**src/source/hazard_pkg.sv**
```systemverilog
package hazard_pkg;

    // instruction word width
    localparam int INST_W = 32;

    // opcode field, bits [6:0] of every rv32i word
    localparam int OPC_W = 7;

    // register specifier width, x0..x31
    localparam int REG_W = 5;

    // register field low bits inside the instruction word
    localparam int RD_LSB  = 7;
    localparam int RS1_LSB = 15;
    localparam int RS2_LSB = 20;

    // input queue entries, also the sender's credits after reset
    localparam int QUEUE_DEPTH = 4;

    // credits held toward the execute unit after reset
    localparam int OUT_CREDITS = 2;

    // queue pointer and occupancy widths
    localparam int PTR_W = (QUEUE_DEPTH > 1) ? $clog2(QUEUE_DEPTH) : 1;
    localparam int CNT_W = $clog2(QUEUE_DEPTH + 1);

    // credit counter must hold the larger of the two totals
    localparam int CREDIT_MAX = (QUEUE_DEPTH > OUT_CREDITS) ? QUEUE_DEPTH : OUT_CREDITS;
    localparam int CREDIT_W = $clog2(CREDIT_MAX + 1);

    // rv32i major opcodes
    typedef enum logic [OPC_W-1:0] {
        OP_LUI    = 7'b0110111,
        OP_AUIPC  = 7'b0010111,
        OP_JAL    = 7'b1101111,
        OP_JALR   = 7'b1100111,
        OP_BRANCH = 7'b1100011,
        OP_LOAD   = 7'b0000011,
        OP_STORE  = 7'b0100011,
        // register-immediate alu group
        OP_IMM    = 7'b0010011,
        // register-register alu group
        OP_REG    = 7'b0110011
    } opcode_e;

    // operand source for one execute input
    typedef enum logic [1:0] {
        // value comes from the register file
        FWD_NONE = 2'd0,
        // bypass from the ex result
        FWD_EX   = 2'd1,
        // bypass from the mem result
        FWD_MEM  = 2'd2
    } fwd_sel_e;

endpackage

```
**src/source/hazard_detect.sv**
```systemverilog
`timescale 1ns/1ps

module hazard_detect (
    input  logic                          id_valid,
    input  logic [hazard_pkg::INST_W-1:0] id_inst,
    input  logic                          ex_valid,
    input  logic [hazard_pkg::INST_W-1:0] ex_inst,
    input  logic                          mem_valid,
    input  logic [hazard_pkg::INST_W-1:0] mem_inst,
    output hazard_pkg::fwd_sel_e          fwd_rs1,
    output hazard_pkg::fwd_sel_e          fwd_rs2,
    output logic                          stall
);

    hazard_pkg::opcode_e id_op;
    hazard_pkg::opcode_e ex_op;
    hazard_pkg::opcode_e mem_op;

    logic [hazard_pkg::REG_W-1:0] id_rs1;
    logic [hazard_pkg::REG_W-1:0] id_rs2;
    logic [hazard_pkg::REG_W-1:0] ex_rd;
    logic [hazard_pkg::REG_W-1:0] mem_rd;

    // qualified use flags
    logic rs1_used;
    logic rs2_used;
    logic ex_writes;
    logic mem_writes;

    // lui, auipc and jal take no rs1
    function automatic logic reads_rs1(input hazard_pkg::opcode_e op);
        case (op)
            hazard_pkg::OP_LUI, hazard_pkg::OP_AUIPC, hazard_pkg::OP_JAL: reads_rs1 = 1'b0;
            default: reads_rs1 = 1'b1;
        endcase
    endfunction

    // only r-type, store and branch read rs2
    function automatic logic reads_rs2(input hazard_pkg::opcode_e op);
        case (op)
            hazard_pkg::OP_REG, hazard_pkg::OP_STORE, hazard_pkg::OP_BRANCH: reads_rs2 = 1'b1;
            default: reads_rs2 = 1'b0;
        endcase
    endfunction

    // store and branch have no destination
    function automatic logic writes_rd(input hazard_pkg::opcode_e op);
        writes_rd = (op != hazard_pkg::OP_STORE) && (op != hazard_pkg::OP_BRANCH);
    endfunction

    // ex beats mem, mem beats register file
    function automatic hazard_pkg::fwd_sel_e pick_src(input logic ex_hit, input logic mem_hit);
        if (ex_hit) begin
            pick_src = hazard_pkg::FWD_EX;
        end else if (mem_hit) begin
            pick_src = hazard_pkg::FWD_MEM;
        end else begin
            pick_src = hazard_pkg::FWD_NONE;
        end
    endfunction

    // field extraction
    assign id_op  = hazard_pkg::opcode_e'(id_inst[hazard_pkg::OPC_W-1:0]);
    assign ex_op  = hazard_pkg::opcode_e'(ex_inst[hazard_pkg::OPC_W-1:0]);
    assign mem_op = hazard_pkg::opcode_e'(mem_inst[hazard_pkg::OPC_W-1:0]);
    assign id_rs1 = id_inst[hazard_pkg::RS1_LSB +: hazard_pkg::REG_W];
    assign id_rs2 = id_inst[hazard_pkg::RS2_LSB +: hazard_pkg::REG_W];
    assign ex_rd  = ex_inst[hazard_pkg::RD_LSB +: hazard_pkg::REG_W];
    assign mem_rd = mem_inst[hazard_pkg::RD_LSB +: hazard_pkg::REG_W];

    assign rs1_used = id_valid && reads_rs1(id_op);
    assign rs2_used = id_valid && reads_rs2(id_op);
    // x0 is hardwired, a write to it never produces a value
    assign ex_writes  = ex_valid && writes_rd(ex_op) && (ex_rd != '0);
    assign mem_writes = mem_valid && writes_rd(mem_op) && (mem_rd != '0);

    // each source checked on its own
    assign fwd_rs1 = pick_src(rs1_used && ex_writes && (ex_rd == id_rs1),
                              rs1_used && mem_writes && (mem_rd == id_rs1));
    assign fwd_rs2 = pick_src(rs2_used && ex_writes && (ex_rd == id_rs2),
                              rs2_used && mem_writes && (mem_rd == id_rs2));

    // load data is not ready until mem, so an ex hit on a load waits one step
    assign stall = (ex_op == hazard_pkg::OP_LOAD) &&
                   ((fwd_rs1 == hazard_pkg::FWD_EX) || (fwd_rs2 == hazard_pkg::FWD_EX));

endmodule

```
**src/source/inst_queue.sv**
```systemverilog
`timescale 1ns/1ps

module inst_queue (
    input  logic                          clk,
    input  logic                          rst_n,
    input  logic                          in_valid,
    input  logic [hazard_pkg::INST_W-1:0] in_inst,
    output logic                          in_credit,
    output logic                          q_valid,
    output logic [hazard_pkg::INST_W-1:0] q_inst,
    input  logic                          q_pop
);

    // entry storage
    logic [hazard_pkg::INST_W-1:0] mem [hazard_pkg::QUEUE_DEPTH];

    logic [hazard_pkg::PTR_W-1:0] wr_ptr;
    logic [hazard_pkg::PTR_W-1:0] rd_ptr;
    // current occupancy
    logic [hazard_pkg::CNT_W-1:0] count;

    logic pop;

    // head is visible whenever something is stored
    assign q_valid = (count != '0);
    assign q_inst  = mem[rd_ptr];

    // ignore a pop request against an empty queue
    assign pop = q_pop && q_valid;

    // circular increment for any depth
    function automatic logic [hazard_pkg::PTR_W-1:0] ptr_next(
        input logic [hazard_pkg::PTR_W-1:0] ptr
    );
        if (ptr == hazard_pkg::PTR_W'(hazard_pkg::QUEUE_DEPTH - 1)) begin
            ptr_next = '0;
        end else begin
            ptr_next = ptr + 1'b1;
        end
    endfunction

    // the sender spent a credit for each write
    always_ff @(posedge clk) begin
        if (in_valid) begin
            mem[wr_ptr] <= in_inst;
        end
    end

    always_ff @(posedge clk or negedge rst_n) begin
        if (!rst_n) begin
            wr_ptr    <= '0;
            rd_ptr    <= '0;
            count     <= '0;
            in_credit <= 1'b0;
        end else begin
            if (in_valid) begin
                wr_ptr <= ptr_next(wr_ptr);
            end
            if (pop) begin
                rd_ptr <= ptr_next(rd_ptr);
            end
            // push and pop together leave count unchanged
            case ({in_valid, pop})
                2'b10:   count <= count + 1'b1;
                2'b01:   count <= count - 1'b1;
                default: count <= count;
            endcase
            // each pop returns one credit a cycle later
            in_credit <= pop;
        end
    end

endmodule

```
**src/source/issue_pipe_top.sv**
```systemverilog
`timescale 1ns/1ps

module issue_pipe_top (
    input  logic                          clk,
    input  logic                          rst_n,
    input  logic                          in_valid,
    input  logic [hazard_pkg::INST_W-1:0] in_inst,
    output logic                          in_credit,
    output logic                          out_valid,
    output logic [hazard_pkg::INST_W-1:0] out_inst,
    output hazard_pkg::fwd_sel_e          out_fwd_rs1,
    output hazard_pkg::fwd_sel_e          out_fwd_rs2,
    input  logic                          out_credit
);

    // queue head toward issue
    logic                          q_valid;
    logic [hazard_pkg::INST_W-1:0] q_inst;
    logic                          q_pop;

    // slot contents seen by the hazard unit
    logic                          id_valid;
    logic [hazard_pkg::INST_W-1:0] id_inst;
    logic                          ex_valid;
    logic [hazard_pkg::INST_W-1:0] ex_inst;
    logic                          mem_valid;
    logic [hazard_pkg::INST_W-1:0] mem_inst;

    // same-cycle hazard result
    hazard_pkg::fwd_sel_e fwd_rs1;
    hazard_pkg::fwd_sel_e fwd_rs2;
    logic                 stall;

    inst_queue u_queue (
        .clk       (clk),
        .rst_n     (rst_n),
        .in_valid  (in_valid),
        .in_inst   (in_inst),
        .in_credit (in_credit),
        .q_valid   (q_valid),
        .q_inst    (q_inst),
        .q_pop     (q_pop)
    );

    issue_stage u_issue (
        .clk         (clk),
        .rst_n       (rst_n),
        .q_valid     (q_valid),
        .q_inst      (q_inst),
        .q_pop       (q_pop),
        .id_valid    (id_valid),
        .id_inst     (id_inst),
        .ex_valid    (ex_valid),
        .ex_inst     (ex_inst),
        .mem_valid   (mem_valid),
        .mem_inst    (mem_inst),
        .fwd_rs1     (fwd_rs1),
        .fwd_rs2     (fwd_rs2),
        .stall       (stall),
        .out_credit  (out_credit),
        .out_valid   (out_valid),
        .out_inst    (out_inst),
        .out_fwd_rs1 (out_fwd_rs1),
        .out_fwd_rs2 (out_fwd_rs2)
    );

    hazard_detect u_hazard (
        .id_valid  (id_valid),
        .id_inst   (id_inst),
        .ex_valid  (ex_valid),
        .ex_inst   (ex_inst),
        .mem_valid (mem_valid),
        .mem_inst  (mem_inst),
        .fwd_rs1   (fwd_rs1),
        .fwd_rs2   (fwd_rs2),
        .stall     (stall)
    );

endmodule

```
**src/source/issue_stage.sv**
```systemverilog
`timescale 1ns/1ps

module issue_stage (
    input  logic                          clk,
    input  logic                          rst_n,
    input  logic                          q_valid,
    input  logic [hazard_pkg::INST_W-1:0] q_inst,
    output logic                          q_pop,
    output logic                          id_valid,
    output logic [hazard_pkg::INST_W-1:0] id_inst,
    output logic                          ex_valid,
    output logic [hazard_pkg::INST_W-1:0] ex_inst,
    output logic                          mem_valid,
    output logic [hazard_pkg::INST_W-1:0] mem_inst,
    input  hazard_pkg::fwd_sel_e          fwd_rs1,
    input  hazard_pkg::fwd_sel_e          fwd_rs2,
    input  logic                          stall,
    input  logic                          out_credit,
    output logic                          out_valid,
    output logic [hazard_pkg::INST_W-1:0] out_inst,
    output hazard_pkg::fwd_sel_e          out_fwd_rs1,
    output hazard_pkg::fwd_sel_e          out_fwd_rs2
);

    // credits left toward the execute unit
    logic [hazard_pkg::CREDIT_W-1:0] credits;

    logic step;
    logic issue;
    logic id_load;

    // pipeline moves only with an id entry and a credit in hand
    assign step  = id_valid && (credits != '0);
    // a stalled step pushes a bubble instead of issuing
    assign issue = step && !stall;
    // refill id when empty or when it just issued
    assign id_load = q_valid && (!id_valid || issue);
    assign q_pop   = id_load;

    // slot valid bits
    always_ff @(posedge clk or negedge rst_n) begin
        if (!rst_n) begin
            id_valid  <= 1'b0;
            ex_valid  <= 1'b0;
            mem_valid <= 1'b0;
        end else begin
            if (id_load) begin
                id_valid <= 1'b1;
            end else if (issue) begin
                id_valid <= 1'b0;
            end
            if (step) begin
                // bubble on stall
                ex_valid  <= !stall;
                mem_valid <= ex_valid;
            end
        end
    end

    // slot payload follows the same step rules
    always_ff @(posedge clk) begin
        if (id_load) begin
            id_inst <= q_inst;
        end
        if (issue) begin
            ex_inst <= id_inst;
        end
        if (step) begin
            mem_inst <= ex_inst;
        end
    end

    // output credit counter
    always_ff @(posedge clk or negedge rst_n) begin
        if (!rst_n) begin
            credits <= hazard_pkg::CREDIT_W'(hazard_pkg::OUT_CREDITS);
        end else begin
            case ({issue, out_credit})
                2'b10:   credits <= credits - 1'b1;
                2'b01:   credits <= credits + 1'b1;
                default: credits <= credits;
            endcase
        end
    end

    always_ff @(posedge clk or negedge rst_n) begin
        if (!rst_n) begin
            out_valid <= 1'b0;
        end else begin
            out_valid <= issue;
        end
    end

    // issued word tagged with the selects seen in its id cycle
    always_ff @(posedge clk) begin
        if (issue) begin
            out_inst    <= id_inst;
            out_fwd_rs1 <= fwd_rs1;
            out_fwd_rs2 <= fwd_rs2;
        end
    end

endmodule

```
**config.mk**
```make
export PLATFORM = sky130hd
export DESIGN_NAME = issue_pipe_top
export DESIGN_NICKNAME = d
export VERILOG_FILES = /design/src/source/hazard_pkg.sv /design/src/source/hazard_detect.sv /design/src/source/inst_queue.sv /design/src/source/issue_pipe_top.sv /design/src/source/issue_stage.sv
export SDC_FILE = /design/constraint.sdc
export NUM_CORES = 1
export LEC_CHECK = 0
export BUFFER_PORTS_ARGS = -buffer_cell sky130_fd_sc_hd__buf_2
export CORE_AREA = 2 2 146 148
export CTS_CLUSTER_DIAMETER = 100
export CTS_CLUSTER_SIZE = 24
export DETAILED_ROUTE_END_ITERATION = 8
export DIE_AREA = 0 0 148 150
export GPL_ROUTABILITY_DRIVEN = 1
export SLEW_MARGIN = 25
export SYNTH_ARGS = -nofsm -noshare
export SYNTH_HDL_FRONTEND = slang
export SYNTH_HIERARCHICAL = 1
export SYNTH_SLANG_ARGS = --single-unit
```
**constraint.sdc**
```tcl
create_clock -name clk -period 6.6 [get_ports clk]
set_clock_uncertainty 0.2 [all_clocks]
set_input_delay 0.33 -clock clk [delete_from_list [all_inputs] [get_ports clk]]
set_output_delay 0.33 -clock clk [all_outputs]
set_load 0.02 [all_outputs]
```
==> key figures, run 1 <==
Route
  – Initial DRC count: 189
  – DR pass1 iterations: 4
  – ANT nets after route: 0
  – DR vias/cell: 4.887
  – Wirelength per Cell: 18.38 um
  – Via count: 3734
  – Final wirelength: 14040 um
  – Number of remaining DRC errors: 0

Clock tree
  – Clock latency on the worst-skew pair: 0.47 ns
  – Clock buffer depth: 3
  – Clk root buf: clkbuf_16
  – Setup bufs post-CTS: 0
  – Register clock-pin slew on the reported worst setup and hold paths: 0.10 ns
  – H-tree depth reported by CTS: 1
  – Resized Gates After CTS: 0
  – Hold_buf cts: 34
  – CTS tree: yes
  – Sink Count: 222
  – CTS buffer count: 13

Critical path
  – CP startpoint kind: register
  – WS Path Type: reg -> reg
  – Critical Path End Type: register
  – Critical Path RT: 6.80 ns
  – Crit path largest cell delay: 0.75 ns
  – CP Cell Sequence: or4_1 -> o21ai_1 -> a21oi_1 -> and4_2 -> o211a_1 -> o21ai_0 -> and2_2 -> nand2_2 -> inv_1 -> ha_1 -> inv_1 -> fa_1 -> xor2_1 -> nor2_1 -> xor2_1
  – Crit-path max FO: 33
  – CP max-delay cell: and2_2
  – R2r worst-path depth: 15
  – Arrival @ worst endpoint: 4.54 ns

Placed design
  – Setup WS pre-CTS: 2.270 ns
  – IO Port Bufs: 73
  – Final HPWL DP: 8751 um
  – RD Place Congestion: 0.7244

Global routing
  – Pin count of the biggest net entering global routing: 39
  – Initial antenna violation count: 1
  – GRT Residual Overflow: 0
  – First-pass GRT wire length: 21910 um
  – Overall Global Routing Usage: 12.90%
  – Number of global-route vias before repair: 3953

Die
  – Die area: 0.02220 mm2
  – Core region area: 0.02069 mm2
  – Initial Utilization: 40.84%
  – Row count: 53
  – Die width: 148 um
  – DIE HEIGHT: 150 um
  – Io pins: 74

STA
  – Max Freq: 0.2305 GHz
  – Setup WS post-layout: 2.262 ns
  – Final setup fails: 0
  – Final worst path period need: 4.338 ns
  – RSZ-0062 raised after global routing: no
  – Slew @ Worst Pin: 0.9676 ns
  – Slew headroom: 35.49%
  – Fin crit share: 65.73%
  – Setup tns final: 0 ns
  – Final Max Tran Viols: 0
  – Final hold vios: 0

Power and ir drop
  – Int Pwr: 3.037 mW
  – Combinational share of power: 28.1%
  – Sw frac: 31.91%
  – Reg power frac: 54.1%
  – Worst VDD drop: 200.5 uV
  – Power per cell area: 465.7 mW/mm2
  – Clock Power Share: 17.9%
  – Pleak: 3.368 nW
  – NetSw: 1.424 mW

Final layout
  – Final nets: 529
  – Layout cells sized above 1: 28.07%
  – FILL cells: 1770
  – Layout area overhead: 13.36%

Status
  – Outcome: completed

Synth
  – Synth Net Count: 444
  – Cells after synthesis: 399
  – Synthesis Warnings: 6
  – Avg Cell Area, Syn: 21.18 um2
  – Mapped Area: 0.008449 mm2

Hold path
  – Worst Hold Class: in -> reg
  – Hold depth: 3

Job
  – Max-cap violations: 0
[per-stage QoR]
stage	util [%]	power [mW]	hold WS, ns	cells	area (um2)
2_1_floorplan	-	3.438	-0.1656	399	8449
3_3_place_gp	42.85	3.669	0.07750	710	8866
3_5_place_dp	42.85	3.721	0.08826	710	8866
4_1_cts	46.28	4.536	0.01994	763	9575
5_1_grt	46.29	4.721	0.04412	764	9578
6_report	46.29	4.461	0.03872	764	9578
[state kept, by name (all words and copies together), names as in the netlist, 2 cells and up]
name                 cells
u_queue/wr_ptr           2
u_queue/count            3
u_issue/out_fwd_rs1      2
u_issue/credits          3
u_issue/out_inst        32
u_issue/out_fwd_rs2      2
u_queue/rd_ptr           2
u_queue/mem            128
u_issue/id_inst         32
u_issue/mem_inst        11
[power groups by stage]
| stage | Clock, mW | Combinational, mW | Sequential, mW |
|---|---|---|---|
| global placement | 0 | 1.24 | 2.43 |
| finish | 0.797 | 1.25 | 2.41 |
| floorplan | 0 | 1.06 | 2.38 |
| global route | 0.873 | 1.38 | 2.47 |
| CTS | 0.827 | 1.29 | 2.42 |
| detailed placement | 0 | 1.27 | 2.45 |
[metal layers]
metal / track usage, % / up-vias / part of all wire [%]
met4: 3.000 / 0 / 1.3
li1: - / 1697 / -
met5: 0 / - / 0
met2: 23.45 / 72 / 53
met3: 2.165 / 15 / 3.8
met1: 16.23 / 1950 / 42
[worst max-delay path, delay by kind of cell (launching register included)]
kind | cells | cell delay (ns)
simple gates | 5 | 1.82
compound gates | 4 | 0.73
fa+ha+maj | 2 | 0.55
flops | 1 | 0.48
xor+xnor | 2 | 0.29
buf+inv | 2 | 0.18
[cell usage in the layout (no fill, tap or decap), types with 2 or more instances in the layout]
master         count
mux4_1             4
inv_1             12
nor2_1             8
clkbuf_1           4
o211a_1            2
ha_1               7
dlygate4sd3_1     34
and2_2             5
mux4_2            28
xnor2_1            5
buf_2             73
dfrtp_1           13
nand2_1            5
mux2_2             4
clkbuf_16         13
a21oi_1            2
a31oi_1            2
o21ai_0            5
or4_1              2
nor4b_1            2
buf_4              3
fa_1               2
edfxtp_1         207
nand3_1            3
xor2_1            21
nor3_1             5
[cell type report]
type	instances	area, um2	area share [%]
diodes	1	2.502	0.02613
clock buffers	17	340.3	3.553
clock inverters	2	28.78	0.3005
inverters	12	45.04	0.4703
multi-input cells	125	1495	15.61
flip-flops and latches	222	6594	68.84
well taps	275	344.1	3.592
repair buffers	110	728.2	7.603
[path summary, 6_finish.rpt]
check | start | to | slack [ns]
worst min-delay path | out_credit | u_issue/credits[0] | 0.04
max in group asynchronous | rst_n | u_issue/credits[1] | 5.74
worst max-delay path | u_issue/out_inst[8] | u_queue/count[2] | 2.26
min in group asynchronous | rst_n | u_issue/id_valid | 0.12
worst max register to register | u_issue/out_inst[8] | u_queue/count[2] | 2.26
worst min register to register | u_issue/id_inst[25] | u_issue/out_inst[25] | 0.22
(Power assumes the default switching activity.)
==> inputs of run 2 (changes only) <==
Clock period 6.6 ns to 3.7 ns, I/O delays scaled along.
==> key figures, run 2 (synthesis results as in run 1) <==
Critical path
  – Arrival @ worst endpoint: 3.64 ns (was 4.54 ns)
  – WS Path Type: reg -> reg (unchanged)
  – CP startpoint kind: register (unchanged)
  – Critical Path RT: 3.89 ns (was 6.80 ns)
  – Crit-path max FO: 3 (was 33)
  – Critical Path End Type: register (unchanged)
  – R2r worst-path depth: 15 (unchanged)

Clock tree
  – Clk root buf: clkbuf_16 (unchanged)
  – Sink Count: 222 (unchanged)
  – Register clock-pin slew on the reported worst setup and hold paths: 0.09 ns (was 0.10 ns)
  – H-tree depth reported by CTS: 1 (unchanged)
  – Clock latency on the worst-skew pair: 0.46 ns (was 0.47 ns)
  – CTS buffer count: 13 (unchanged)
  – CTS tree: yes (unchanged)
  – Clock buffer depth: 3 (unchanged)
  – Setup bufs post-CTS: 0 (unchanged)

STA
  – Setup tns final: 0 ns (unchanged)
  – Fin crit share: 93.24% (was 65.73%)
  – Final worst path period need: 3.450 ns (was 4.338 ns)
  – Final hold vios: 0 (unchanged)
  – RSZ-0062 raised after global routing: no (unchanged)
  – Hold WS: 0.2210 ns (was 0.03872 ns)
  – Slew @ Worst Pin: 0.9824 ns (was 0.9676 ns)
  – Final Max Tran Viols: 0 (unchanged)
  – Slew headroom: 34.51% (was 35.49%)
  – Max Freq: 0.2899 GHz (was 0.2305 GHz)
  – Final setup fails: 0 (unchanged)

Global routing
  – Overall Global Routing Usage: 12.82% (was 12.90%)
  – Pin count of the biggest net entering global routing: 39 (unchanged)
  – Initial antenna violation count: 0 (was 1)
  – GRT Residual Overflow: 0 (unchanged)
  – Number of global-route vias before repair: 3893 (was 3953)
  – First-pass GRT wire length: 21800 um (was 21910 um)

Route
  – Number of remaining DRC errors: 0 (unchanged)
  – DR pass1 iterations: 4 (unchanged)
  – Wirelength per Cell: 18.12 um (was 18.38 um)
  – Initial DRC count: 223 (was 189)
  – Final wirelength: 13930 um (was 14040 um)
  – ANT nets after route: 0 (unchanged)
  – DR vias/cell: 4.757 (was 4.887)
  – Via count: 3658 (was 3734)

Final layout
  – Biggest regs: u_queue/mem (128), u_issue/id_inst (32), u_issue/out_inst (32) (unchanged)
  – Final nets: 537 (was 529)
  – # diodes: 0 (was 1)
  – Layout cells sized above 1: 28.74% (was 28.07%)
  – FILL cells: 1773 (was 1770)
  – Top reg by flops: u_queue/mem (unchanged)
  – Commonest non-fill, non-tap cell in the layout: edfxtp_1 (unchanged)
  – Layout area overhead: 14.04% (was 13.36%)
  – Max reg flops: 128 (unchanged)
  – Most frequent cells in the layout: edfxtp_1, buf_2, dlygate4sd3_1, mux4_2, xor2_1 (unchanged)

Power and ir drop
  – Pleak: 3.402 nW (was 3.368 nW)
  – Power per cell area: 826.4 mW/mm2 (was 465.7 mW/mm2)
  – Worst VDD drop: 328.1 uV (was 200.5 uV)

Die
  – Row count: 53 (unchanged)
  – Io pins: 74 (unchanged)
  – Initial Utilization: 40.84% (unchanged)
  – Die area: 0.02220 mm2 (unchanged)
  – Die width: 148 um (unchanged)
  – DIE HEIGHT: 150 um (unchanged)
  – Core region area: 0.02069 mm2 (unchanged)

Hold path
  – Hold depth: 0 (was 3)
  – Worst Hold Class: reg -> reg (was in -> reg)

Status
  – Outcome: completed (unchanged)

Placed design
  – RD Place Congestion: 0.7476 (was 0.7244)
  – Final HPWL DP: 8636 um (was 8751 um)
  – IO Port Bufs: 73 (unchanged)

Job
  – Max-cap violations: 0 (unchanged)
## run 2: stage by stage
stage,setup slack [ns],util [%],instances,power (mW),area [um2]
final,0.2501,46.57,769,7.963,9635
after floorplan,0.09441,-,399,6.131,8459
after global placement,0.2350,43.04,715,6.607,8905
after CTS,0.1162,46.55,769,8.090,9632
after global routing,0.06493,46.57,769,8.433,9635
after detailed placement,0.1506,43.04,715,6.663,8905
## run 2: timing repair
item / 4_1_cts / 5_1_grt
hold endpoints to repair: 147 / 0
gates resized for setup: 0 / 2
hold buffers: 37 / 0
endpoints found under the setup margin: 0 / 1
## run 2: routing by layer
metal | wire, um | global-route usage, %
met1 | 5908 | 16.53
met3 | 892 | 3.049
met5 | 0 | 0
met4 | 191 | 3.000
met2 | 6941 | 22.15
## run 2: path summary, 6_finish.rpt
check                                     from              endpoint  slack, ns
min in group asynchronous                rst_n     u_queue/wr_ptr[0]       0.43
hold / removal             u_issue/id_inst[26]  u_issue/out_inst[26]       0.22
max in group asynchronous                rst_n     u_queue/rd_ptr[0]       1.54
hold reg to reg            u_issue/id_inst[26]  u_issue/out_inst[26]       0.22
setup reg to reg           u_issue/out_inst[8]      u_queue/count[2]       0.25
setup / recovery           u_issue/out_inst[8]      u_queue/count[2]       0.25
## run 2: worst max-delay path: stages (launching register included)
cell and delay [ns]:
edfxtp_1 0.39, or4_1 0.55, o21ai_1 0.13, a21oi_1 0.08, and4_4 0.21, o211a_1 0.27, o21ai_2 0.20, and2_4 0.17
nand2_2 0.06, inv_1 0.09, ha_1 0.18, inv_1 0.06, fa_1 0.37, xor2_1 0.15, nor2_1 0.11, xor2_1 0.16
## run 2: area by class of cell
class / instances / area, um2 / share of cell area, %
Clock buffer: 16 / 336.6 / 3.493
Clock inverter: 1 / 20.02 / 0.2078
Inverter: 12 / 45.04 / 0.4675
Multi-Input combinational cell: 125 / 1500 / 15.57
Sequential cell: 222 / 6594 / 68.43
Tap cell: 275 / 344.1 / 3.571
Timing Repair Buffer: 118 / 795.8 / 8.259
## run 2: where the power goes
group          internal [mW]  switching (mW)
Clock                  0.659           0.743
Combinational          0.929            1.32
Sequential              3.85           0.460
Total                   5.44            2.52
